`src/hdl/fetch_config.svh`:
```
`ifndef FETCH_CONFIG_SVH
`define FETCH_CONFIG_SVH

// pc held before the first fetch, the first request goes to this plus 4
`define FETCH_RESET_PC 32'h1bfffffc

// instruction rom geometry
`define IMEM_WORDS 16

// cycles from an accepted read to its data_ok
`define IMEM_LATENCY 2

// reads the rom keeps in flight before it drops addr_ok
`define IMEM_MAX_OUTSTANDING 2

// width of the stale response counter in the fetch stage
`define CANCEL_CNT_WIDTH 4

`endif

```
`src/sim/imem.hex`:
```
// one 32-bit instruction word per line, hex
// line n is word n, fetched for any pc with pc[5:2] == n
02bffc0c
0280040d
0010358e
001535cf
02803c10
5c000c0f
28c00191
29c00192
0040a193
02ffff8c
6400000c
50001000
03400000
1400002e
0380002f
4c000020

```
`src/hdl/fetch_pkg.sv`:
```
package fetch_pkg;

    // branch from decode
    typedef struct packed {
        logic        valid;
        logic [31:0] target;
    } redirect_t;

    // exception entry and exception return from writeback
    typedef struct packed {
        logic        ertn_valid;
        logic        ex_valid;
        logic [31:0] ex_entry;
        logic [31:0] era;
    } csr_redirect_t;

    // fetched item handed to decode
    typedef struct packed {
        logic [31:0] inst;
        logic [31:0] pc;
    } if_to_id_t;

    // fetch side exceptions, address fault only for now
    typedef struct packed {
        logic adef;
    } if_excep_t;

endpackage

```
`src/hdl/fetch_top.sv`:
```
`timescale 1ns/100ps

module fetch_top (
    input  logic                     clk,
    input  logic                     resetn,
    input  fetch_pkg::redirect_t     br,
    input  logic                     br_stall,
    input  fetch_pkg::csr_redirect_t wb_csr,
    input  logic                     if_flush,
    input  logic                     id_allowin,
    output logic                     if_to_id_valid,
    output fetch_pkg::if_to_id_t     if_to_id,
    output fetch_pkg::if_excep_t     if_excep
);
    // instruction memory bus
    logic        inst_sram_req;
    logic [31:0] inst_sram_addr;
    logic        inst_sram_addr_ok;
    logic        inst_sram_data_ok;
    logic [31:0] inst_sram_rdata;

    if_stage i_if_stage (
        .clk               (clk),
        .resetn            (resetn),
        .id_allowin        (id_allowin),
        .br_stall          (br_stall),
        .if_flush          (if_flush),
        .br                (br),
        .wb_csr            (wb_csr),
        .inst_sram_addr_ok (inst_sram_addr_ok),
        .inst_sram_data_ok (inst_sram_data_ok),
        .inst_sram_rdata   (inst_sram_rdata),
        .inst_sram_req     (inst_sram_req),
        .inst_sram_addr    (inst_sram_addr),
        .if_to_id_valid    (if_to_id_valid),
        .if_to_id          (if_to_id),
        .if_excep          (if_excep)
    );

    inst_rom i_inst_rom (
        .clk               (clk),
        .resetn            (resetn),
        .inst_sram_req     (inst_sram_req),
        .inst_sram_addr    (inst_sram_addr),
        .inst_sram_addr_ok (inst_sram_addr_ok),
        .inst_sram_data_ok (inst_sram_data_ok),
        .inst_sram_rdata   (inst_sram_rdata)
    );

endmodule

```
`src/hdl/if_stage.sv`:
```
`timescale 1ns/100ps
`include "fetch_config.svh"

module if_stage (
    input  logic                     clk,
    input  logic                     resetn,
    input  logic                     id_allowin,
    input  logic                     br_stall,
    input  logic                     if_flush,
    input  fetch_pkg::redirect_t     br,
    input  fetch_pkg::csr_redirect_t wb_csr,
    input  logic                     inst_sram_addr_ok,
    input  logic                     inst_sram_data_ok,
    input  logic [31:0]              inst_sram_rdata,
    output logic                     inst_sram_req,
    output logic [31:0]              inst_sram_addr,
    output logic                     if_to_id_valid,
    output fetch_pkg::if_to_id_t     if_to_id,
    output fetch_pkg::if_excep_t     if_excep
);
    logic                         fetch_en;
    logic [31:0]                  if_pc;
    logic [31:0]                  nextpc;
    logic                         redirect_pending;
    logic                         redirect;
    logic                         fetch_accept;
    logic                         fetch_enter;
    logic                         if_valid;
    logic                         if_ready_go;
    logic                         if_allowin;
    logic                         id_xfer;
    logic                         data_live;
    logic [`CANCEL_CNT_WIDTH-1:0] cancel_cnt;
    logic                         cancel_inc;
    logic                         cancel_dec;
    logic                         preif_cancel;
    logic                         hold_valid;
    logic [31:0]                  hold_inst;

    pc_redirect i_pc_redirect (
        .clk              (clk),
        .resetn           (resetn),
        .pc               (if_pc),
        .br               (br),
        .wb_csr           (wb_csr),
        .fetch_accept     (fetch_accept),
        .nextpc           (nextpc),
        .redirect_pending (redirect_pending)
    );

    assign redirect     = br.valid | wb_csr.ex_valid | wb_csr.ertn_valid;
    assign fetch_accept = inst_sram_req & inst_sram_addr_ok;
    // a request taken in the redirect cycle is dropped and refetched later
    assign fetch_enter  = fetch_accept & ~redirect;

    // response owned by IF: nothing stale ahead of it
    assign data_live   = inst_sram_data_ok & (cancel_cnt == '0) & ~preif_cancel;
    assign if_ready_go = hold_valid | data_live;
    assign if_to_id_valid = if_valid & if_ready_go & ~if_flush;
    assign id_xfer     = if_to_id_valid & id_allowin;
    assign if_allowin  = ~if_valid | id_xfer;

    // a known target lets fetch go on even while decode still holds br_stall
    assign inst_sram_req  = fetch_en & if_allowin & ~preif_cancel
                          & (~br_stall | redirect_pending);
    assign inst_sram_addr = nextpc;

    // keeps requests off until the first edge after reset
    always_ff @(posedge clk) begin
        if (!resetn) begin
            fetch_en <= 1'b0;
        end else begin
            fetch_en <= 1'b1;
        end
    end

    always_ff @(posedge clk) begin
        if (!resetn) begin
            if_pc <= `FETCH_RESET_PC;
        end else if (fetch_enter) begin
            if_pc <= nextpc;
        end
    end

    always_ff @(posedge clk) begin
        if (!resetn) begin
            if_valid <= 1'b0;
        end else if (if_allowin) begin
            if_valid <= fetch_enter;
        end else if (redirect) begin
            if_valid <= 1'b0;
        end
    end

    // the read IF waits on goes stale, its data_ok is swallowed later
    assign cancel_inc = redirect & if_valid & ~if_ready_go;
    assign cancel_dec = inst_sram_data_ok & (cancel_cnt != '0);

    always_ff @(posedge clk) begin
        if (!resetn) begin
            cancel_cnt <= '0;
        end else begin
            cancel_cnt <= cancel_cnt
                        + {{(`CANCEL_CNT_WIDTH-1){1'b0}}, cancel_inc}
                        - {{(`CANCEL_CNT_WIDTH-1){1'b0}}, cancel_dec};
        end
    end

    // no new request goes out until this response is gone
    always_ff @(posedge clk) begin
        if (!resetn) begin
            preif_cancel <= 1'b0;
        end else if (fetch_accept & redirect) begin
            preif_cancel <= 1'b1;
        end else if (inst_sram_data_ok & (cancel_cnt == '0)) begin
            preif_cancel <= 1'b0;
        end
    end

    // instruction parked while decode stalls
    always_ff @(posedge clk) begin
        if (!resetn) begin
            hold_valid <= 1'b0;
        end else if (id_xfer | redirect) begin
            hold_valid <= 1'b0;
        end else if (data_live) begin
            hold_valid <= 1'b1;
        end
    end

    always_ff @(posedge clk) begin
        if (data_live & ~hold_valid) begin
            hold_inst <= inst_sram_rdata;
        end
    end

    assign if_to_id.inst = hold_valid ? hold_inst : inst_sram_rdata;
    assign if_to_id.pc   = if_pc;
    assign if_excep.adef = |if_pc[1:0];

endmodule

```
`src/hdl/inst_rom.sv`:
```
`timescale 1ns/100ps
`include "fetch_config.svh"

module inst_rom #(
    parameter int LATENCY = `IMEM_LATENCY
) (
    input  logic        clk,
    input  logic        resetn,
    input  logic        inst_sram_req,
    input  logic [31:0] inst_sram_addr,
    output logic        inst_sram_addr_ok,
    output logic        inst_sram_data_ok,
    output logic [31:0] inst_sram_rdata
);
    localparam int IDX_W = $clog2(`IMEM_WORDS);
    localparam int CNT_W = $clog2(`IMEM_MAX_OUTSTANDING + 1);

    logic [31:0]      mem [`IMEM_WORDS];
    logic [CNT_W-1:0] in_flight;
    logic             accept;
    logic [LATENCY-1:0] pipe_valid;
    logic [31:0]      pipe_data [LATENCY];

    initial begin
        $readmemh("/design/src/sim/imem.hex", mem);
    end

    assign accept = inst_sram_req & inst_sram_addr_ok;

    // back-pressure once the limit is reached
    assign inst_sram_addr_ok = in_flight < `IMEM_MAX_OUTSTANDING;

    always_ff @(posedge clk) begin
        if (!resetn) begin
            in_flight <= '0;
        end else begin
            in_flight <= in_flight + CNT_W'(accept) - CNT_W'(inst_sram_data_ok);
        end
    end

    // fixed latency, so responses leave in request order
    always_ff @(posedge clk) begin
        if (!resetn) begin
            pipe_valid <= '0;
        end else begin
            pipe_valid[0] <= accept;
            for (int i = 1; i < LATENCY; i++) begin
                pipe_valid[i] <= pipe_valid[i-1];
            end
        end
    end

    always_ff @(posedge clk) begin
        pipe_data[0] <= mem[inst_sram_addr[IDX_W+1:2]];
        for (int i = 1; i < LATENCY; i++) begin
            pipe_data[i] <= pipe_data[i-1];
        end
    end

    assign inst_sram_data_ok = pipe_valid[LATENCY-1];
    assign inst_sram_rdata   = pipe_data[LATENCY-1];

endmodule

```
`src/hdl/pc_redirect.sv`:
```
`timescale 1ns/100ps

module pc_redirect (
    input  logic                     clk,
    input  logic                     resetn,
    input  logic [31:0]              pc,
    input  fetch_pkg::redirect_t     br,
    input  fetch_pkg::csr_redirect_t wb_csr,
    input  logic                     fetch_accept,
    output logic [31:0]              nextpc,
    output logic                     redirect_pending
);
    // bit 2 ertn, bit 1 exception, bit 0 branch
    logic [2:0]  live;
    logic [2:0]  held;
    logic [31:0] era_q;
    logic [31:0] ex_entry_q;
    logic [31:0] br_target_q;

    assign live = {wb_csr.ertn_valid, wb_csr.ex_valid, br.valid};

    // a source stays armed until the memory takes a request
    always_ff @(posedge clk) begin
        if (!resetn) begin
            held <= 3'b000;
        end else begin
            held <= live | (held & {3{~fetch_accept}});
        end
    end

    always_ff @(posedge clk) begin
        if (live[2]) begin
            era_q <= wb_csr.era;
        end
        if (live[1]) begin
            ex_entry_q <= wb_csr.ex_entry;
        end
        if (live[0]) begin
            br_target_q <= br.target;
        end
    end

    // writeback sources win over decode, held wins over live
    always_comb begin
        if (held[2]) begin
            nextpc = era_q;
        end else if (live[2]) begin
            nextpc = wb_csr.era;
        end else if (held[1]) begin
            nextpc = ex_entry_q;
        end else if (live[1]) begin
            nextpc = wb_csr.ex_entry;
        end else if (held[0]) begin
            nextpc = br_target_q;
        end else if (live[0]) begin
            nextpc = br.target;
        end else begin
            nextpc = pc + 32'd4;
        end
    end

    assign redirect_pending = |{live, held};

endmodule

```
`config.mk`:
```
export PLATFORM = sky130hd
export DESIGN_NAME = fetch_top
export DESIGN_NICKNAME = d
export VERILOG_FILES = /design/src/hdl/fetch_pkg.sv /design/src/hdl/fetch_top.sv /design/src/hdl/if_stage.sv /design/src/hdl/inst_rom.sv /design/src/hdl/pc_redirect.sv
export VERILOG_INCLUDE_DIRS = /design/src /design/src/hdl
export SDC_FILE = /design/constraint.sdc
export NUM_CORES = 1
export LEC_CHECK = 0
export ABC_AREA = 0
export BUFFER_PORTS_ARGS = -buffer_cell sky130_fd_sc_hd__buf_2
export CAP_MARGIN = 20
export CORE_MARGIN = 10
export CORE_UTILIZATION = 40
export DETAILED_ROUTE_END_ITERATION = 7
export GPL_TIMING_DRIVEN = 0
export HOLD_SLACK_MARGIN = 0.06
export RECOVER_POWER = 100
export SETUP_SLACK_MARGIN = 0.5
export SYNTH_ARGS = -nofsm -noshare
export SYNTH_HDL_FRONTEND = slang
export SYNTH_SLANG_ARGS = --single-unit
```
`constraint.sdc`:
```
create_clock -name clk -period 2.1 [get_ports clk]
set_clock_uncertainty 0.2 [all_clocks]
set_input_delay 0.105 -clock clk [delete_from_list [all_inputs] [get_ports clk]]
set_output_delay 0.105 -clock clk [all_outputs]
set_load 0.01 [all_outputs]
```
Word-level counts from Yosys, hierarchy flattened
Memory sizes are Yosys's and may differ from the RTL's.
Cells that the tools add are included.
- latch bits: 0
- RAM bits: 64
- memories: 1
- register bits after elaboration: 175
- word-level logic and storage cells: 71
- ROM bits: 0
- output and inout bits: 66
- memory list (name ; words ; bits a word ; read ports ; clocked after Yosys merged registers in ; wr ports ; line ; source):
    i_inst_rom.pipe_data ; 2 ; 32 ; 2 ; 0 ; 2 ; inst_rom.sv:22 ; logic [31:0] pipe_data [LATENCY];
- reduce and logical (&&, ||, !) cells: 7
- bitwise logic cells: 32
- divide/modulo/power cells: 0
- multiplexer cells: 12
- $lt $le $gt $ge: 1
- multipliers: 0
- equal/unequal tests: 0
- add/sub/neg operators: 5
- shift-type cells: 0
- operators with widths (kind ; number):
    $mux W32 ; 7
    $add A32 B3 Y32 const B ; 1
    $and A1 B1 Y1 ; 15
    $not A1 Y1 ; 9
    $or A1 B1 Y1 ; 6
    $reduce_or A6 Y1 ; 1
    $mux W1 ; 5
    $add A4 B1 Y4 ; 1
    $logic_not A4 Y1 ; 1
    $reduce_bool A2 Y1 ; 2
    $reduce_bool A4 Y1 ; 1
    $reduce_or A2 Y1 ; 2
    $sub A4 B1 Y4 ; 1
    $and A3 B3 Y3 ; 1
    $or A3 B3 Y3 ; 1
    $add A2 B1 Y2 ; 1
    $lt A2 B2 Y1 const B ; 1
    $sub A2 B1 Y2 ; 1

Logic depth before layout (Yosys ltp)
- depth in word-level cells: 15
- depth in mapped cells: 11
- mapped depth without buffers: 11

Hierarchy
Synthesis repeated with hierarchy kept, for this count alone.
- cells, all modules: 766
- area total of the unflattened synthesis: 8906.0 sq um
- by module, submodules not included (module ; sequential area each (sq um) ; instances ; area each (sq um) ; cells an instance):
    pc_redirect ; 2942.8 ; 1 ; 5346.4 ; 478
    if_stage ; 1761.7 ; 1 ; 3149.3 ; 241
    inst_rom ; 80.1 ; 1 ; 410.4 ; 47

Least setup slack after synthesis
OpenSTA, ideal clock, no wires.
- path type: register -> register
- from: register i_if_stage.if_pc[2]
- to: register i_if_stage.if_pc[24]
- path slack: -0.105 ns
- period minus slack after synthesis: 2.205 ns
- cell stages (with the launch flop): 8
- arrival: 1.876 ns
- cell sequence: dfxtp_1 -> ha_1 -> nand4_1 -> nor2_2 -> nand3_1 -> xnor2_1 -> a2111oi_0 -> o21ai_1
- word-level cells in the longest chain between the ends: 7
- ends and longest elaborated chain (element ; line ; source):
    start, declared ; if_stage.sv:22 ; logic [31:0] if_pc;
    start signal, assigned ; if_stage.sv:79 ; if_pc <= `FETCH_RESET_PC;
    start signal, assigned ; if_stage.sv:81 ; if_pc <= nextpc;
    $add A32 B3 Y32 ; pc_redirect.sv:58 ; nextpc = pc + 32'd4;
    $mux W32 ; pc_redirect.sv:55 ; end else if (live[0]) begin
    $mux W32 ; pc_redirect.sv:53 ; end else if (held[0]) begin
    $mux W32 ; pc_redirect.sv:51 ; end else if (live[1]) begin
    $mux W32 ; pc_redirect.sv:49 ; end else if (held[1]) begin
    $mux W32 ; pc_redirect.sv:47 ; end else if (live[2]) begin
    $mux W32 ; pc_redirect.sv:45 ; if (held[2]) begin
Every way passes these cells.
A chain may end at the register's enable or synchronous reset.

Worst setup path after layout
- from: register i_if_stage.preif_cancel
- to: register i_if_stage.if_pc[17]
- word-level cells in the longest chain between the ends: 12
- ends and longest elaborated chain (element ; line ; source):
    start, declared ; if_stage.sv:36 ; logic preif_cancel;
    start signal, assigned ; if_stage.sv:112 ; preif_cancel <= 1'b0;
    start signal, assigned ; if_stage.sv:114 ; preif_cancel <= 1'b1;
    start signal, assigned ; if_stage.sv:116 ; preif_cancel <= 1'b0;
    $not A1 Y1 (*) ; if_stage.sv:57, if_stage.sv:64 ;
    $and A1 B1 Y1 ; if_stage.sv:57 ; assign data_live = inst_sram_data_ok & (cancel_cnt == '0) & ~preif_cancel;
    $or A1 B1 Y1 ; if_stage.sv:58 ; assign if_ready_go = hold_valid | data_live;
    $and A1 B1 Y1 (2 in a row) ; if_stage.sv:59 ; assign if_to_id_valid = if_valid & if_ready_go & ~if_flush;
    $and A1 B1 Y1 ; if_stage.sv:60 ; assign id_xfer = if_to_id_valid & id_allowin;
    $or A1 B1 Y1 ; if_stage.sv:61 ; assign if_allowin = ~if_valid | id_xfer;
    $and A1 B1 Y1 ; if_stage.sv:64 ; assign inst_sram_req = fetch_en & if_allowin & ~preif_cancel
    $and A1 B1 Y1 (*) ; if_stage.sv:64 ;
    $and A1 B1 Y1 (*) ; if_stage.sv:65 ; & (~br_stall | redirect_pending);
    $and A1 B1 Y1 (*) ; if_stage.sv:52 ; assign fetch_accept = inst_sram_req & inst_sram_addr_ok;
    $and A1 B1 Y1 (*) ; if_stage.sv:54 ; assign fetch_enter = fetch_accept & ~redirect;
Every way passes the cells marked *; elsewhere a longest branch is shown, timed or not.

==> flow_summary.ini <==
[run_status]
status = complete, but fails checks
violations = negative hold slack, negative setup slack

[setup_path]
cpLargestDelayFamily = simple AND/OR/NAND/NOR gates
crit_fanout = 6
critical_path.slowest_cell = or3b_4
worst_path_largest_cell_delay_ns = 0.38
critPathRequiredTime_ns = 2.16
path_cells = or3b_4, o211ai_4, nand4_4, buf_12, buf_8, o21ai_2, o311ai_1
cp.arrival_ns = 2.19
crit_type = reg -> reg
cp-start-kind = register
critPathBufInv = 2
critPathCaptureType = register

[synthesis]
ys_seq_elements = 143
syn_area_per_cell_sq_um = 10.2
synth_area_sq_mm = 0.00733
ys.flop_type = edfxtp_1
synth_top_cell_by_area = edfxtp_1
yosys_warnings = 0
yosysSeqAreaShare_pct = 52.2
synth_edf_count = 96
async_flop_share_pct = 0
yosys.cell_types.count = 72
synth_top_area_share_pct = 39.3
syn-instance-count = 716
synthTopCellsByArea = edfxtp_1 39%, dfxtp_1 13%, o21ai_0 4.2%

[cts]
cts_root_buffer = clkbuf_16
numCtsBuffers = 17
clk_latency_ns = 0.43
htreeDepth = 4
hold_buffers = 98
path_clk_slew_ns = 0.06
cts_tree = done
cts.sinks = 143
cts_max_path_buffers = 2

[cells_and_area]
final_cells = 1284
nets = 1155
fin_util_pct = 61.0
final_cell_mix = 106 x clkbuf_1, 98 x dlygate4sd3_1, 96 x edfxtp_1
multiInputGateArea_sq_mm = 0.00349
area_delta_synth_final_pct = 49.4
drive_gt1_share_pct = 27.7
fill_cells = 1540
antennaDiodeCount = 0
regArea_sq_mm = 0.00387
final_common_cell = clkbuf_1

[floorplan]
fp-row-count = 49
core_sq_mm = 0.0180
initial_core_util_pct = 40.8
die-area_sq_mm = 0.0241
io_pins = 170
dieHeight_um = 155
dieWidth_um = 155

[placed_design]
place_congestion = 0.899
place_inst = 1113
numPortBuffers = 137
dpl.hpwl_mm = 19.4

[timing]
fin_crit_sh_pct = 101
max_freq_mhz = 469
layout_setup_ws_ns = -0.0303
finalSetupViolations = 11
rsz0062_at_grt = yes
hold_viol = 44
relSlewSlack_pct = 43.8
fin_crit_ns = 2.13
whs_ns = -0.0936
tightest_slew_ns = 0.843
tns_ns = -0.134
slew_viol_final = 0

[drt]
drc = 0
final_antenna_net_count = 0
dr.pass1.iters = 7
drt_iter0_drc = 671
via_per_inst = 5.62
finalWirelength_mm = 29.3
vias = 7218
post_drt_wl_per_cell_um = 22.8

[grt]
grt_first_pass_wirelength_mm = 43.2
grt_usage_pct = 23.4
antenna_found_initial = 0
grt_max_degree = 41
grt_pass1_vias = 7157
overflow = 0

[power_and_ir_drop]
p_leak_nw = 4.16
power.density_mw_per_mm2 = 746
power_mw = 8.17
ir_drop_uv = 627

[hold_path]
worstHoldPathType = in -> reg

[job]
drv_cap = 0
## timing repair
action	4_1_cts	5_1_grt
endpoints found under the setup margin	43	45
resized for setup	112	35
pin swaps	31	21
setup buffers	30	4
endpoints found under the hold margin	225	98
gates cloned	6	1
## metal layers
layer	up-vias	global-route usage [%]	share of wire [%]
met5	-	0	0
met4	0	9.54	3.1
met3	63	5.96	8.8
met2	365	37.5	47
met1	3479	29.5	41
li1	3311	-	-
## final cells by class
type,instances,area share [%]
flip-flops and latches,143,35.4
multi-input cells,502,31.9
repair buffers,276,18.7
plain buffers,79,5.70
clock buffers,25,4.16
well taps,229,2.62
clock inverters,7,0.823
inverters,23,0.788
## final timing paths
| kind | start | end | cells past startpoint | slack (ns) |
|---|---|---|---|---|
| min | wb_csr[65] | i_if_stage.i_pc_redirect.era_q[4]$_DFFE_PP_ | 1 | -0.09 |
| max | i_if_stage.preif_cancel$_SDFFE_PN0P_ | i_if_stage.if_pc[17]$_SDFFE_PN1P_ | 7 | -0.03 |
| max reg2reg | i_if_stage.preif_cancel$_SDFFE_PN0P_ | i_if_stage.if_pc[17]$_SDFFE_PN1P_ | 7 | -0.03 |
| min reg2reg | i_inst_rom.pipe_valid[0]$_SDFF_PN0_ | i_inst_rom.pipe_valid[1]$_SDFF_PN0_ | 1 | 0.23 |
## state kept, by name (all words and copies together) (netlist names)
signal / count
i_if_stage.cancel_cnt: 4
i_inst_rom.in_flight: 2
i_if_stage.i_pc_redirect.br_target_q: 32
i_if_stage.i_pc_redirect.ex_entry_q: 32
i_inst_rom.pipe_valid: 2
i_if_stage.fetch_en: 1
i_if_stage.if_valid: 1
i_if_stage.if_pc: 32
i_if_stage.hold_valid: 1
i_if_stage.i_pc_redirect.era_q: 32
i_if_stage.preif_cancel: 1
i_if_stage.i_pc_redirect.held: 3
## kinds of logic (layout without fill, tap and decap cells)
logic type / Yosys count / after routing / synth area share, %
xor gates and xnor gates: 22 / 22 / 2.63
buffers and inverters: 102 / 410 / 7.72
muxes: 2 / 2 / 0.273
DFF: 143 / 143 / 52.2
other: 1 / 32 / 0.0512
AOI/OAI and AO/OA: 233 / 233 / 21.0
and+or+nand+nor: 204 / 204 / 14.5
adders and majority gates: 9 / 9 / 1.64
## report_power, final
part	internal, mW	switching [mW]
logic	0.866	1.06
clock network	1.74	1.16
registers	3.23	0.116
total	5.84	2.33
## per-stage QoR
step / hold WS [ns] / setup WS [ns] / cell area, sq um
floorplan: -0.0673 / 0.0499 / 7660
global placement: 0.0339 / -1.09 / 8630
detailed placement: 0.0324 / -1.08 / 8630
CTS: -0.130 / -0.0240 / 10900
global route: -0.0885 / -0.135 / 10900
finish: -0.0936 / -0.0303 / 10900
## cell usage after synthesis (11+ instances only)
cell and instances:
o21ai_1 13, clkbuf_1 17, buf_2 13, edfxtp_1 96, nor3_1 12, a21oi_1 41, nor2_1 39, a221oi_1 22
a31oi_1 11, o21ai_0 62, inv_1 23, xnor2_1 12, nand4_1 12, nand2_1 58, buf_4 34, nand3_1 18
o22ai_1 16, dfxtp_1 47
(Power assumes the default switching activity.)
